--- src/logic/dcore_ctl_pkg.sv ---
package dcore_ctl_pkg;

    //////////////////////////////
    // receive-bit source select
    //////////////////////////////

    // adc: sliced unfolded codes
    // bist: generator bit copied to every lane
    typedef enum logic {
        RX_SRC_ADC  = 1'b0,
        RX_SRC_BIST = 1'b1
    } rx_src_t;

endpackage

--- src/logic/dcore_dims_pkg.sv ---
package dcore_dims_pkg;

    //////////////////////////////
    // datapath sizes
    //////////////////////////////

    // interleaved lanes delivered per clk_adc cycle
    localparam int NTI_DEF = 16;

    // adc magnitude width, also the width of the signed unfolded code
    localparam int NADC_DEF = 8;

    //////////////////////////////
    // bist and checker sizes
    //////////////////////////////

    // lfsr length shared by generator and checker
    localparam int NPRBS_DEF = 7;

    // error and total bit counters
    localparam int NCOUNT_DEF = 64;

endpackage
--- src/logic/digital_core.sv ---
`timescale 1ns/1ns
`default_nettype none

module digital_core import dcore_dims_pkg::*, dcore_ctl_pkg::*; #(
    parameter int Nti    = NTI_DEF,
    parameter int Nadc   = NADC_DEF,
    parameter int Nprbs  = NPRBS_DEF,
    parameter int Ncount = NCOUNT_DEF
) (
    input  wire logic                   clk_adc,
    input  wire logic                   rstb,

    // adc samples
    input  wire logic        [Nadc-1:0] adc_mag_i      [Nti-1:0],
    input  wire logic        [Nti-1:0]  adc_sign_i,
    input  wire logic signed [Nadc-1:0] pfd_offset_i   [Nti-1:0],
    input  wire logic signed [Nadc-1:0] adc_thresh_i,
    input  wire rx_src_t                src_sel_i,

    // bist generator
    input  wire logic                   gen_en_i,
    input  wire logic       [Nprbs-1:0] gen_init_i,
    input  wire logic       [Nprbs-1:0] gen_eqn_i,
    input  wire logic                   gen_inj_err_i,

    // checker
    input  wire logic                   chk_en_i,
    input  wire logic       [Nprbs-1:0] chk_eqn_i,
    input  wire logic        [Nti-1:0]  chan_sel_i,
    input  wire logic                   count_clr_i,

    output logic      signed [Nadc-1:0] adc_unfolded_o [Nti-1:0],
    output logic           [Ncount-1:0] err_count_o,
    output logic           [Ncount-1:0] bit_count_o,
    output logic             [Nti-1:0]  prbs_flags_o
);

    logic           bist_bit;
    logic [Nti-1:0] rx_bits;

    //////////////////////////////
    // adc path
    //////////////////////////////

    adc_unfold #(
        .Nti (Nti),
        .Nadc(Nadc)
    ) i_adc_unfold (
        .clk_adc       (clk_adc),
        .rstb          (rstb),
        .adc_mag_i     (adc_mag_i),
        .adc_sign_i    (adc_sign_i),
        .pfd_offset_i  (pfd_offset_i),
        .adc_unfolded_o(adc_unfolded_o)
    );

    // slicer and source mux
    rx_bit_select #(
        .Nti (Nti),
        .Nadc(Nadc)
    ) i_rx_bit_select (
        .clk_adc     (clk_adc),
        .rstb        (rstb),
        .codes_i     (adc_unfolded_o),
        .adc_thresh_i(adc_thresh_i),
        .bist_bit_i  (bist_bit),
        .src_sel_i   (src_sel_i),
        .rx_bits_o   (rx_bits)
    );

    //////////////////////////////
    // prbs
    //////////////////////////////

    prbs_generator #(
        .Nprbs(Nprbs)
    ) i_prbs_generator (
        .clk_adc      (clk_adc),
        .rstb         (rstb),
        .gen_en_i     (gen_en_i),
        .gen_init_i   (gen_init_i),
        .gen_eqn_i    (gen_eqn_i),
        .gen_inj_err_i(gen_inj_err_i),
        .bist_bit_o   (bist_bit)
    );

    prbs_checker #(
        .Nti   (Nti),
        .Nprbs (Nprbs),
        .Ncount(Ncount)
    ) i_prbs_checker (
        .clk_adc     (clk_adc),
        .rstb        (rstb),
        .chk_en_i    (chk_en_i),
        .chk_eqn_i   (chk_eqn_i),
        .chan_sel_i  (chan_sel_i),
        .count_clr_i (count_clr_i),
        .rx_bits_i   (rx_bits),
        .err_count_o (err_count_o),
        .bit_count_o (bit_count_o),
        .prbs_flags_o(prbs_flags_o)
    );

endmodule

`default_nettype wire

--- src/logic/prbs_checker.sv ---
`timescale 1ns/1ns
`default_nettype none

module prbs_checker import dcore_dims_pkg::*; #(
    parameter int Nti    = NTI_DEF,
    parameter int Nprbs  = NPRBS_DEF,
    parameter int Ncount = NCOUNT_DEF
) (
    input  wire logic              clk_adc,
    input  wire logic              rstb,

    // control
    input  wire logic              chk_en_i,
    input  wire logic [Nprbs-1:0]  chk_eqn_i,
    input  wire logic [Nti-1:0]    chan_sel_i,
    input  wire logic              count_clr_i,

    // received bits, one per lane
    input  wire logic [Nti-1:0]    rx_bits_i,

    output logic      [Ncount-1:0] err_count_o,
    output logic      [Ncount-1:0] bit_count_o,
    output logic      [Nti-1:0]    prbs_flags_o
);

    localparam int Nwarm = $clog2(Nprbs + 1);
    localparam int Npop  = $clog2(Nti + 1);

    // last Nprbs bits per lane, newest in bit 0
    logic [Nprbs-1:0] hist [Nti-1:0];

    logic [Nti-1:0]   mismatch;
    logic [Nwarm-1:0] warm_cnt;
    logic             warm_done;
    logic             count_en;
    logic [Npop-1:0]  err_pop;
    logic [Npop-1:0]  sel_pop;

    function automatic logic [Npop-1:0] popcount(input logic [Nti-1:0] v);
        logic [Npop-1:0] n;
        n = '0;
        for (int i = 0; i < Nti; i++) begin
            n = n + Npop'(v[i]);
        end
        return n;
    endfunction

    //////////////////////////////
    // prediction
    //////////////////////////////

    // self-synchronizing: the lane's own history predicts the next bit
    always_comb begin
        for (int k = 0; k < Nti; k++) begin
            mismatch[k] = rx_bits_i[k] ^ (^(hist[k] & chk_eqn_i));
        end
    end

    always_ff @(posedge clk_adc or negedge rstb) begin
        if (!rstb) begin
            for (int k = 0; k < Nti; k++) begin
                hist[k] <= '0;
            end
        end else if (chk_en_i) begin
            for (int k = 0; k < Nti; k++) begin
                hist[k] <= {hist[k][Nprbs-2:0], rx_bits_i[k]};
            end
        end
    end

    //////////////////////////////
    // warm-up
    //////////////////////////////

    // history must be refilled after enable rises or a clear
    assign warm_done = (warm_cnt == Nwarm'(Nprbs));
    assign count_en  = chk_en_i && warm_done;

    always_ff @(posedge clk_adc or negedge rstb) begin
        if (!rstb) begin
            warm_cnt <= '0;
        end else if (count_clr_i || !chk_en_i) begin
            warm_cnt <= '0;
        end else if (!warm_done) begin
            warm_cnt <= warm_cnt + 1'b1;
        end
    end

    //////////////////////////////
    // counters and flags
    //////////////////////////////

    assign err_pop = popcount(mismatch & chan_sel_i);
    assign sel_pop = popcount(chan_sel_i);

    always_ff @(posedge clk_adc or negedge rstb) begin
        if (!rstb) begin
            err_count_o <= '0;
            bit_count_o <= '0;
        end else if (count_clr_i) begin
            err_count_o <= '0;
            bit_count_o <= '0;
        end else if (count_en) begin
            err_count_o <= err_count_o + Ncount'(err_pop);
            bit_count_o <= bit_count_o + Ncount'(sel_pop);
        end
    end

    // flags quiet during warm-up, history is not valid yet
    always_ff @(posedge clk_adc or negedge rstb) begin
        if (!rstb) begin
            prbs_flags_o <= '0;
        end else if (count_en) begin
            prbs_flags_o <= mismatch & chan_sel_i;
        end else begin
            prbs_flags_o <= '0;
        end
    end

    //////////////////////////////
    // checks
    //////////////////////////////

    // every counted error is also a counted bit
    a_err_le_total : assert property (
        @(posedge clk_adc) disable iff (!rstb)
        err_count_o <= bit_count_o
    );

    // clear is a single-cycle strobe
    a_clr_strobe : assert property (
        @(posedge clk_adc) disable iff (!rstb)
        count_clr_i |=> !count_clr_i
    );

endmodule

`default_nettype wire

--- src/logic/prbs_generator.sv ---
`timescale 1ns/1ns
`default_nettype none

module prbs_generator import dcore_dims_pkg::*; #(
    parameter int Nprbs = NPRBS_DEF
) (
    input  wire logic             clk_adc,
    input  wire logic             rstb,

    // low: load gen_init_i, high: run
    input  wire logic             gen_en_i,
    input  wire logic [Nprbs-1:0] gen_init_i,

    // tap mask, bit i set means state bit i feeds back
    input  wire logic [Nprbs-1:0] gen_eqn_i,

    // one-cycle pulse flips one output bit
    input  wire logic             gen_inj_err_i,

    output logic                  bist_bit_o
);

    logic [Nprbs-1:0] state;
    logic             feedback;

    // fibonacci feedback, parity of the tapped bits
    assign feedback = ^(state & gen_eqn_i);

    //////////////////////////////
    // lfsr state
    //////////////////////////////

    // newest bit sits in position 0
    // injected errors never reach the state, so the sequence resumes cleanly
    always_ff @(posedge clk_adc or negedge rstb) begin
        if (!rstb) begin
            state <= '0;
        end else if (!gen_en_i) begin
            state <= gen_init_i;
        end else begin
            state <= {state[Nprbs-2:0], feedback};
        end
    end

    // output bit
    always_ff @(posedge clk_adc or negedge rstb) begin
        if (!rstb) begin
            bist_bit_o <= 1'b0;
        end else if (!gen_en_i) begin
            bist_bit_o <= 1'b0;
        end else begin
            bist_bit_o <= feedback ^ gen_inj_err_i;
        end
    end

    //////////////////////////////
    // checks
    //////////////////////////////

    // an empty tap mask would lock the lfsr at a constant
    a_eqn_nonzero : assert property (
        @(posedge clk_adc) disable iff (!rstb)
        gen_en_i |-> (gen_eqn_i != '0)
    );

endmodule

`default_nettype wire

--- src/logic/rx_bit_select.sv ---
`timescale 1ns/1ns
`default_nettype none

module rx_bit_select import dcore_dims_pkg::*, dcore_ctl_pkg::*; #(
    parameter int Nti  = NTI_DEF,
    parameter int Nadc = NADC_DEF
) (
    input  wire logic                   clk_adc,
    input  wire logic                   rstb,

    // unfolded codes from adc_unfold
    input  wire logic signed [Nadc-1:0] codes_i [Nti-1:0],
    input  wire logic signed [Nadc-1:0] adc_thresh_i,

    // bist bit, same for every lane
    input  wire logic                   bist_bit_i,
    input  wire rx_src_t                src_sel_i,

    output logic             [Nti-1:0]  rx_bits_o
);

    logic [Nti-1:0] sliced;
    logic [Nti-1:0] chosen;

    //////////////////////////////
    // slicer
    //////////////////////////////

    // strict compare, a code equal to the threshold slices to 0
    always_comb begin
        for (int k = 0; k < Nti; k++) begin
            sliced[k] = (codes_i[k] > adc_thresh_i);
        end
    end

    // source mux
    always_comb begin
        if (src_sel_i == RX_SRC_BIST) begin
            chosen = {Nti{bist_bit_i}};
        end else begin
            chosen = sliced;
        end
    end

    //////////////////////////////
    // output register
    //////////////////////////////

    always_ff @(posedge clk_adc or negedge rstb) begin
        if (!rstb) begin
            rx_bits_o <= '0;
        end else begin
            rx_bits_o <= chosen;
        end
    end

endmodule

`default_nettype wire

--- src/logic/adc_unfold.sv ---
`timescale 1ns/1ns
`default_nettype none

module adc_unfold import dcore_dims_pkg::*; #(
    parameter int Nti  = NTI_DEF,
    parameter int Nadc = NADC_DEF
) (
    input  wire logic                   clk_adc,
    input  wire logic                   rstb,

    // raw adc sample per lane
    input  wire logic        [Nadc-1:0] adc_mag_i      [Nti-1:0],
    input  wire logic        [Nti-1:0]  adc_sign_i,

    // per-lane pfd offset, applied after the sign
    input  wire logic signed [Nadc-1:0] pfd_offset_i   [Nti-1:0],

    output logic      signed [Nadc-1:0] adc_unfolded_o [Nti-1:0]
);

    // sign applied to the magnitude
    logic signed [Nadc-1:0] signed_code [Nti-1:0];

    // offset removed, before the output register
    logic signed [Nadc-1:0] corrected   [Nti-1:0];

    //////////////////////////////
    // unfolding
    //////////////////////////////

    // sign bit high keeps the magnitude, low negates it
    // everything wraps at Nadc bits
    always_comb begin
        for (int k = 0; k < Nti; k++) begin
            if (adc_sign_i[k]) begin
                signed_code[k] = adc_mag_i[k];
            end else begin
                signed_code[k] = -adc_mag_i[k];
            end
            corrected[k] = signed_code[k] - pfd_offset_i[k];
        end
    end

    //////////////////////////////
    // output register
    //////////////////////////////

    always_ff @(posedge clk_adc or negedge rstb) begin
        if (!rstb) begin
            for (int k = 0; k < Nti; k++) begin
                adc_unfolded_o[k] <= '0;
            end
        end else begin
            for (int k = 0; k < Nti; k++) begin
                adc_unfolded_o[k] <= corrected[k];
            end
        end
    end

endmodule

`default_nettype wire

--- config.mk ---
export PLATFORM = sky130hd
export DESIGN_NAME = digital_core
export DESIGN_NICKNAME = d
export VERILOG_FILES = /design/src/logic/dcore_ctl_pkg.sv /design/src/logic/dcore_dims_pkg.sv /design/src/logic/digital_core.sv /design/src/logic/prbs_checker.sv /design/src/logic/prbs_generator.sv /design/src/logic/rx_bit_select.sv /design/src/logic/adc_unfold.sv
export SDC_FILE = /design/constraint.sdc
export NUM_CORES = 1
export LEC_CHECK = 0
export BUFFER_PORTS_ARGS = -buffer_cell sky130_fd_sc_hd__buf_4
export CORE_ASPECT_RATIO = 0.6
export CORE_UTILIZATION = 40
export CTS_BUF_LIST = sky130_fd_sc_hd__clkbuf_2
export DETAILED_ROUTE_END_ITERATION = 8
export SYNTH_ARGS = -nofsm -noshare
export SYNTH_HDL_FRONTEND = slang
export SYNTH_SLANG_ARGS = --single-unit
--- constraint.sdc ---
create_clock -name clk_adc -period 6 [get_ports clk_adc]
set_input_delay 1.5 -clock clk_adc [delete_from_list [all_inputs] [get_ports clk_adc]]
set_output_delay 1.5 -clock clk_adc [all_outputs]
set_load 0.01 [all_outputs]
==> summary.md, run 1 <==
| Metric | Value |
|---|---|
| Die height | `207.4 um` |
| CTS H-tree depth | `3` |
| Clock buffer depth | `3` |
| Util after Layout | `52.95%` |
| Synth Net Count | `3572` |
| WL final | `89590 um` |
| EDFF count, synth | `0` |
| Leak pwr | `17.62 nW` |
| Worst Reg-to-Reg Cells | `20` |
| Setup crit start | `chk_eqn_i[2]` |
| Tcrit/Tclk final | `104.1%` |
| GRT overflow | `0` |
| Post-synthesis cell count | `2931` |
| Distinct cells, synth | `59` |
| Min-delay worst type | `primary input to async pin` |
| Synthesis-stage register bit count | `411` |
| Commonest non-fill, non-tap cell in the layout | `buf_4` |
| Commonest non-fill, non-tap cells in the layout | `733 x buf_4, 410 x dfrtp_1, 288 x inv_1` |
| Seq/Total Area, Yosys | `36.58%` |
| Minimum clock period | `6.247 ns` |
| Core Rows | `74` |
| Max cap viols | `0` |
| First-pass GRT wire length | `137100 um` |
| Worst Path Max Fanout | `6` |
| Setup CP Type | `primary input to flop` |
| R2R Setup Slk | `-0.20 ns` |
| Initial antenna violation count | `11` |
| Synth warn | `0` |
| Initial DRC count | `1496` |
| Number of remaining DRC errors | `0` |
| Share of layout cells above drive strength 1 | `30.77%` |
| Sink Count | `411` |
| Fillers | `6397` |
| Die width | `344.3 um` |
| Final count of negative-setup-slack endpoints | `47` |
| Final Hold Vio Count | `0` |
| I/O pin cnt | `596` |
| Slew Viols, Final | `0` |
| Storage element area | `10290 um2` |
| Clock buffer count from CTS | `104` |
| Via count | `24230` |
| Post-detail-place hpwl | `67660 um` |
| Status | `finished, violations left` |
| Worst VDD drop | `1489 uV` |
| Pre-CTS setup slack | `-1.453 ns` |
| Failing checks | `setup timing` |
| GPL Wtd Cong | `0.8623` |
| Critical Path Start Type | `primary input` |
| # port buffers | `595` |
| Worst R2R Start | `i_rx_bit_select.rx_bits_o[0]$_DFF_PN0_` |
| CTS clk-pin slew, worst paths | `0.11 ns` |
| Total track usage | `24.76%` |
| Max transition margin | `15.52%` |
| CP endpoint | `i_prbs_checker.err_count_o[58]$_DFFE_PN0P_` |
| Asr flop ratio synth | `100.0%` |
| Die ar. | `71380 um2` |
| Mapped cell area | `28110 um2` |
| Core area | `68790 um2` |
| F_max | `0.1601 GHz` |
| Router iterations before antenna repair | `5` |
| Reg-to-reg endpoint | `i_prbs_checker.err_count_o[58]$_DFFE_PN0P_` |
| Critical Path Sink Type | `flop` |
| Worst-Margin Slew | `1.264 ns` |
| Area occupied by multi-input gates | `16920 um2` |
| ANT nets after route | `0` |
| WP data required | `7.12 ns` |
| Post-route setup slack | `-0.2475 ns` |
| Starting Density | `40.87%` |
| Avg WL per Cell | `18.92 um` |
| CP arrival | `7.37 ns` |
| Root buffer cell | `clkbuf_2` |
| Vias in the first global route | `23700` |
| CTS tree | `built` |
| Top FF cell, synth | `dfrtp_1` |
| Vias per std cell | `5.118` |
| Mapped Avg Cell Area | `9.592 um2` |
| Unrepaired setup endpoints after global routing | `yes` |
| Pin count of the biggest net entering global routing | `113` |
| Synthesis-to-layout area growth | `29.57%` |
| Worst-Skew Late Latency | `1.25 ns` |
| Pwr dens | `470.1 nW/um2` |
| Final net count | `4373` |
| Skew final | `0.1233 ns` |
==> how the worst min path moves through the flow <==
stage,start,endpoint,slack [ns],depth (start not counted)
5_1_grt,rstb,i_prbs_checker.hist[32]$_DFFE_PN0P_,0.21,1
4_1_cts,rstb,i_prbs_checker.hist[59]$_DFFE_PN0P_,0.17,1
6_report,rstb,i_prbs_checker.hist[32]$_DFFE_PN0P_,0.31,1
3_5_place_dp,i_prbs_checker.hist[83]$_DFFE_PN0P_,i_prbs_checker.hist[83]$_DFFE_PN0P_,0.50,1
3_3_place_gp,i_prbs_checker.hist[83]$_DFFE_PN0P_,i_prbs_checker.hist[83]$_DFFE_PN0P_,0.49,1
2_1_floorplan,i_prbs_generator.state[0]$_DFF_PN0_,i_prbs_generator.state[1]$_DFF_PN0_,0.48,1
==> critical path: stages <==
cell	delay (ns)
buf_4	0.13
nand2_1	0.07
xor2_1	0.17
xnor2_1	0.27
xnor2_2	0.18
nor2b_2	0.07
ha_1	0.32
fa_1	0.49
fa_1	0.51
inv_1	0.05
fa_1	0.47
fa_1	0.51
fa_2	0.36
fa_2	0.45
fa_2	0.40
and4b_1	0.27
a211oi_2	0.05
nand4bb_4	0.22
buf_12	0.17
buf_8	0.13
or4_4	0.42
a21oi_2	0.14
==> area by class of cell <==
cell class	count	area share (%)
inverters	290	2.988
well taps	912	3.133
flip-flops and latches	411	28.24
multi-input cells	2153	46.45
clock inverters	53	0.7350
diodes	14	0.09617
clock buffers	130	1.786
repair buffers	772	16.57
==> metrics by stage <==
stage | area (um2) | hold WS [ns] | setup TNS, ns | power (mW) | std cells
finish | 36430 | 0.3075 | -6.335 | 17.12 | 4735
global route | 36420 | 0.2127 | -12.90 | 18.72 | 4732
CTS | 36010 | 0.1734 | -2.126 | 16.73 | 4708
detailed placement | 34530 | 0.4956 | -112.98 | 12.87 | 4471
global placement | 34530 | 0.4924 | -104.99 | 12.72 | 4471
floorplan | 28440 | 0.4793 | -50.46 | 9.683 | 2931
==> registers in the layout, indices dropped and copies added, names as in the netlist <==
register and count:
i_adc_unfold.adc_unfolded_o 128, i_prbs_checker.prbs_flags_o 16, i_prbs_generator.bist_bit_o 1, i_prbs_checker.bit_count_o 64
i_prbs_checker.warm_cnt 3, i_prbs_checker.err_count_o 64, i_prbs_generator.state 7, i_prbs_checker.hist 112
i_rx_bit_select.rx_bits_o 16
==> cell families after synthesis <==
kind of cell / Yosys count / share of synthesized area (%)
and+or+nand+nor: 817 / 14.88
adders and majority gates: 317 / 15.12
AOI/OAI and AO/OA: 499 / 11.00
xor gates and xnor gates: 371 / 11.56
DFF: 411 / 36.58
buffers and inverters: 368 / 4.940
muxes: 148 / 5.915
==> metal layers <==
metal | wire [um] | track usage [%]
met1 | 42600 | 35.27
met3 | 5383 | 5.760
met2 | 38300 | 36.16
met5 | 0 | 0
met4 | 3311 | 9.490
==> synth_stat cells, drive strengths merged, types with 3 or more instances <==
master / instances / area, um2
dfrtp: 411 / 10280
fa: 38 / 760.7
nand3: 45 / 230.2
a211oi: 9 / 67.56
o21a: 21 / 157.7
nand2: 186 / 705.7
a21oi: 164 / 820.8
o31a: 5 / 43.79
o41ai: 16 / 140.1
a211o: 4 / 35.03
a21o: 35 / 262.8
xor2: 145 / 1270
nor2: 230 / 865.8
buf: 13 / 55.05
a41oi: 11 / 96.34
o21bai: 16 / 120.1
inv: 290 / 1089
o31ai: 60 / 450.4
xnor2: 226 / 1979
nor4: 25 / 205.2
clkbuf: 65 / 245.2
nand4: 45 / 306.6
or2: 4 / 25.03
nor2b: 67 / 419.2
or3: 26 / 162.7
nor4b: 5 / 43.79
nor3b: 5 / 37.54
nand2b: 3 / 18.77
and4: 21 / 183.9
nor3: 80 / 422.9
o21ai: 94 / 474.2
and3: 22 / 137.6
mux2: 145 / 1633
ha: 279 / 3491
mux2i: 3 / 30.03
a31oi: 49 / 306.5
o211ai: 8 / 60.06
or4: 48 / 360.4
==> timing repair <==
item / 4_1_cts / 5_1_grt
pin swaps: 29 / 25
hold buffers: 0 / 0
cloned: 2 / 2
endpoints found under the setup margin: 32 / 60
setup buffers: 52 / 15
gates resized for setup: 30 / 70
==> where the power goes <==
part,leakage [nW],switching [mW],internal (mW)
Sequential,5.23,0.575,3.45
Combinational,11.7,5.05,6.08
Clock,0.671,1.30,0.669
No activity file was read; power rests on OpenSTA's default activity.
==> inputs of run 2 (changes only) <==
REMOVE_ABC_BUFFERS = 1   (was not set)
==> summary.md, run 2 (synthesis gave the netlist of run 1 again) <==
| Metric | Value |
|---|---|
| Hold Buf Count CTS | `0 (unchanged)` |
| Commonest non-fill, non-tap cells in the layout | `722 x buf_4, 410 x dfrtp_1, 289 x inv_1` |
| Tot Pwr | `16.06 mW (-6.2%)` |
| CTS H-tree depth | `3 (unchanged)` |
| Vias per std cell | `5.088 (-0.58%)` |
| Total track usage | `23.35% (-1.4 points)` |
| First-pass GRT wire length | `131300 um (-4.3%)` |
| WL final | `84110 um (-6.1%)` |
| Combinational fraction of design power | `62.1% (-2.9 points)` |
| I/O pin cnt | `596 (unchanged)` |
| Worst Path Max Fanout | `8 (+2)` |
| CTS clk-pin slew, worst paths | `0.11 ns (about the same)` |
| Critical Path Start Type | `primary input` |
| Initial antenna violation count | `3 (-8)` |
| CTS tree | `built` |
| Unrepaired setup endpoints after global routing | `yes` |
| Setup CP Type | `primary input to flop` |
| Critical Path Sink Type | `flop` |
| Largest register FFs | `128 (unchanged)` |
| Failing checks | `setup timing` |
| Worst-Margin Slew | `1.151 ns (-0.1125 ns)` |
| Max cap viols | `0 (unchanged)` |
| Starting Density | `40.87% (unchanged)` |
| Post-route setup slack | `-0.2001 ns (+0.04741 ns)` |
| Number of remaining DRC errors | `0 (unchanged)` |
| Max transition margin | `23.17% (+7.6 points)` |
| Worst VDD drop | `2108 uV (+42%)` |
| GRT overflow | `0 (unchanged)` |
| Switch Pwr | `6.500 mW (-6.2%)` |
| Tcrit/Tclk final | `103.3% (-0.79 points)` |
| R2R Setup Slk | `-0.12 ns (+0.08 ns)` |
| Worst-Skew Late Latency | `1.16 ns (-0.09 ns)` |
| Router iterations before antenna repair | `5 (unchanged)` |
| Min-delay worst type | `primary input to async pin` |
| Pwr dens | `446.2 nW/um2 (-5.1%)` |
| Avg WL per Cell | `17.95 um (-5.1%)` |
| Post-detail-place hpwl | `64400 um (-4.8%)` |
| Final Hold Vio Count | `0 (unchanged)` |
| Biggest regs | `i_adc_unfold.adc_unfolded_o: 128 flops, i_prbs_checker.hist: 112 flops` |
| CP arrival | `7.28 ns (-0.09 ns)` |
| Register share of total power | `25.1% (+1.6 points)` |
| Core area | `68790 um2 (unchanged)` |
| Pin count of the biggest net entering global routing | `100 (-12%)` |
| Final count of negative-setup-slack endpoints | `36 (-23%)` |
| Slew Viols, Final | `0 (unchanged)` |
| Biggest register | `i_adc_unfold.adc_unfolded_o` |
| # port buffers | `595 (unchanged)` |
| Die height | `207.4 um (unchanged)` |
| Commonest non-fill, non-tap cell in the layout | `buf_4` |
| Minimum clock period | `6.200 ns (-0.04741 ns)` |
| ANT nets after route | `0 (unchanged)` |
| Initial DRC count | `1320 (-12%)` |
| Synthesis-to-layout area growth | `28.03%` |
| Sink Count | `411 (unchanged)` |
| Vias in the first global route | `23460 (-1.0%)` |
| Final Cell Area | `35990 um2 (-1.2%)` |
| Clock buffer depth | `3 (unchanged)` |
| Status | `finished, violations left` |
| F_max | `0.1613 GHz (+0.76%)` |
| Die width | `344.3 um (unchanged)` |
| Internal | `9.558 mW (-6.2%)` |
| Switching Share | `40.48% (about the same)` |
| GPL Wtd Cong | `0.8773 (+1.7%)` |
| Via count | `23840 (-1.6%)` |
| Final cell count without fillers | `4686 (-1.0%)` |
| Skew final | `0.09460 ns (-0.02867 ns)` |
| Placed insts | `4498 (+0.60%)` |
| Share of layout cells above drive strength 1 | `29.82% (-0.95 points)` |
| Final net count | `4345 (-0.64%)` |
| Leak pwr | `17.49 nW (-0.72%)` |
| Root buffer cell | `clkbuf_2` |
| Die ar. | `71380 um2 (unchanged)` |
| Core Rows | `74 (unchanged)` |
| Clock Power Share | `12.9% (+1.4 points)` |
| Clock buffer count from CTS | `104 (unchanged)` |
| DP Area | `34540 um2 (about the same)` |
| WP data required | `7.08 ns (-0.04 ns)` |
## run 2: metrics by stage
| step | setup slack, ns | util [%] | hold slack [ns] | setup TNS (ns) |
|---|---|---|---|---|
| after floorplan | -1.703 | - | 0.4792 | -102.90 |
| after global placement | -1.637 | 50.21 | 0.4908 | -122.32 |
| after detailed placement | -1.732 | 50.21 | 0.4928 | -131.54 |
| after CTS | -0.2367 | 51.99 | 0.1903 | -5.507 |
| after global routing | -0.3716 | 52.32 | 0.2674 | -13.02 |
| final | -0.2001 | 52.32 | 0.3464 | -3.870 |
## run 2: final cells by class
| type | count | area (um2) |
|---|---|---|
| multi-input combinational | 2152 | 16740 |
| clock inverter | 26 | 206.4 |
| clock buffer | 149 | 745.7 |
| fill | 6464 | 32800 |
| timing repair buffer | 745 | 5784 |
| tap | 912 | 1141 |
| inverter | 290 | 1089 |
| sequential | 411 | 10290 |
| antenna | 1 | 2.502 |
## run 2: critical path: stages
cell and delay, ns:
buf_4 0.14, nand2_1 0.08, xor2_1 0.19, xnor2_1 0.11
xnor2_1 0.24, nor2b_1 0.09, ha_1 0.30, fa_2 0.47
fa_2 0.60, inv_2 0.04, fa_1 0.49, fa_1 0.43
fa_2 0.37, fa_2 0.38, xnor2_2 0.15, ha_1 0.31
and4b_1 0.22, a211oi_2 0.07, nand4bb_4 0.26, buf_12 0.20
or4_1 0.52, a21oi_1 0.13
## run 2: power by group through the flow
stage | Combinational [mW] | Clock [mW] | Sequential (mW)
finish | 9.97 | 2.07 | 4.03
global route | 11.1 | 2.31 | 4.10
CTS | 9.51 | 2.17 | 4.02
detailed placement | 8.65 | 0 | 4.07
global placement | 8.49 | 0 | 4.08
floorplan | 5.32 | 0 | 3.96
## run 2: what timing repair did
item,CTS,global route
gates cloned,3,1
setup buffers,8,3
gates resized for setup,32,60
endpoints found under the setup margin,54,60
pin swaps,47,34
hold endpoints to repair,0,0
## run 2: worst paths after layout
check,to,cells after the start,from
max,i_prbs_checker.err_count_o[50]$_DFFE_PN0P_,22,chk_eqn_i[0]
min,i_prbs_checker.err_count_o[37]$_DFFE_PN0P_,1,rstb
max reg2reg,i_prbs_checker.err_count_o[50]$_DFFE_PN0P_,21,i_prbs_checker.hist[0]$_DFFE_PN0P_
min reg2reg,i_prbs_generator.state[4]$_DFF_PN0_,1,i_prbs_generator.state[3]$_DFF_PN0_
max in group asynchronous,i_adc_unfold.adc_unfolded_o[41]$_DFF_PN0_,2,rstb
min in group clk_adc,i_prbs_generator.state[4]$_DFF_PN0_,1,i_prbs_generator.state[3]$_DFF_PN0_
## run 2: per-layer routing
metal	track usage (%)	wire, um
met5	0	15
met4	5.111	1356
met3	6.227	6140
met2	34.46	36270
met1	33.93	40330
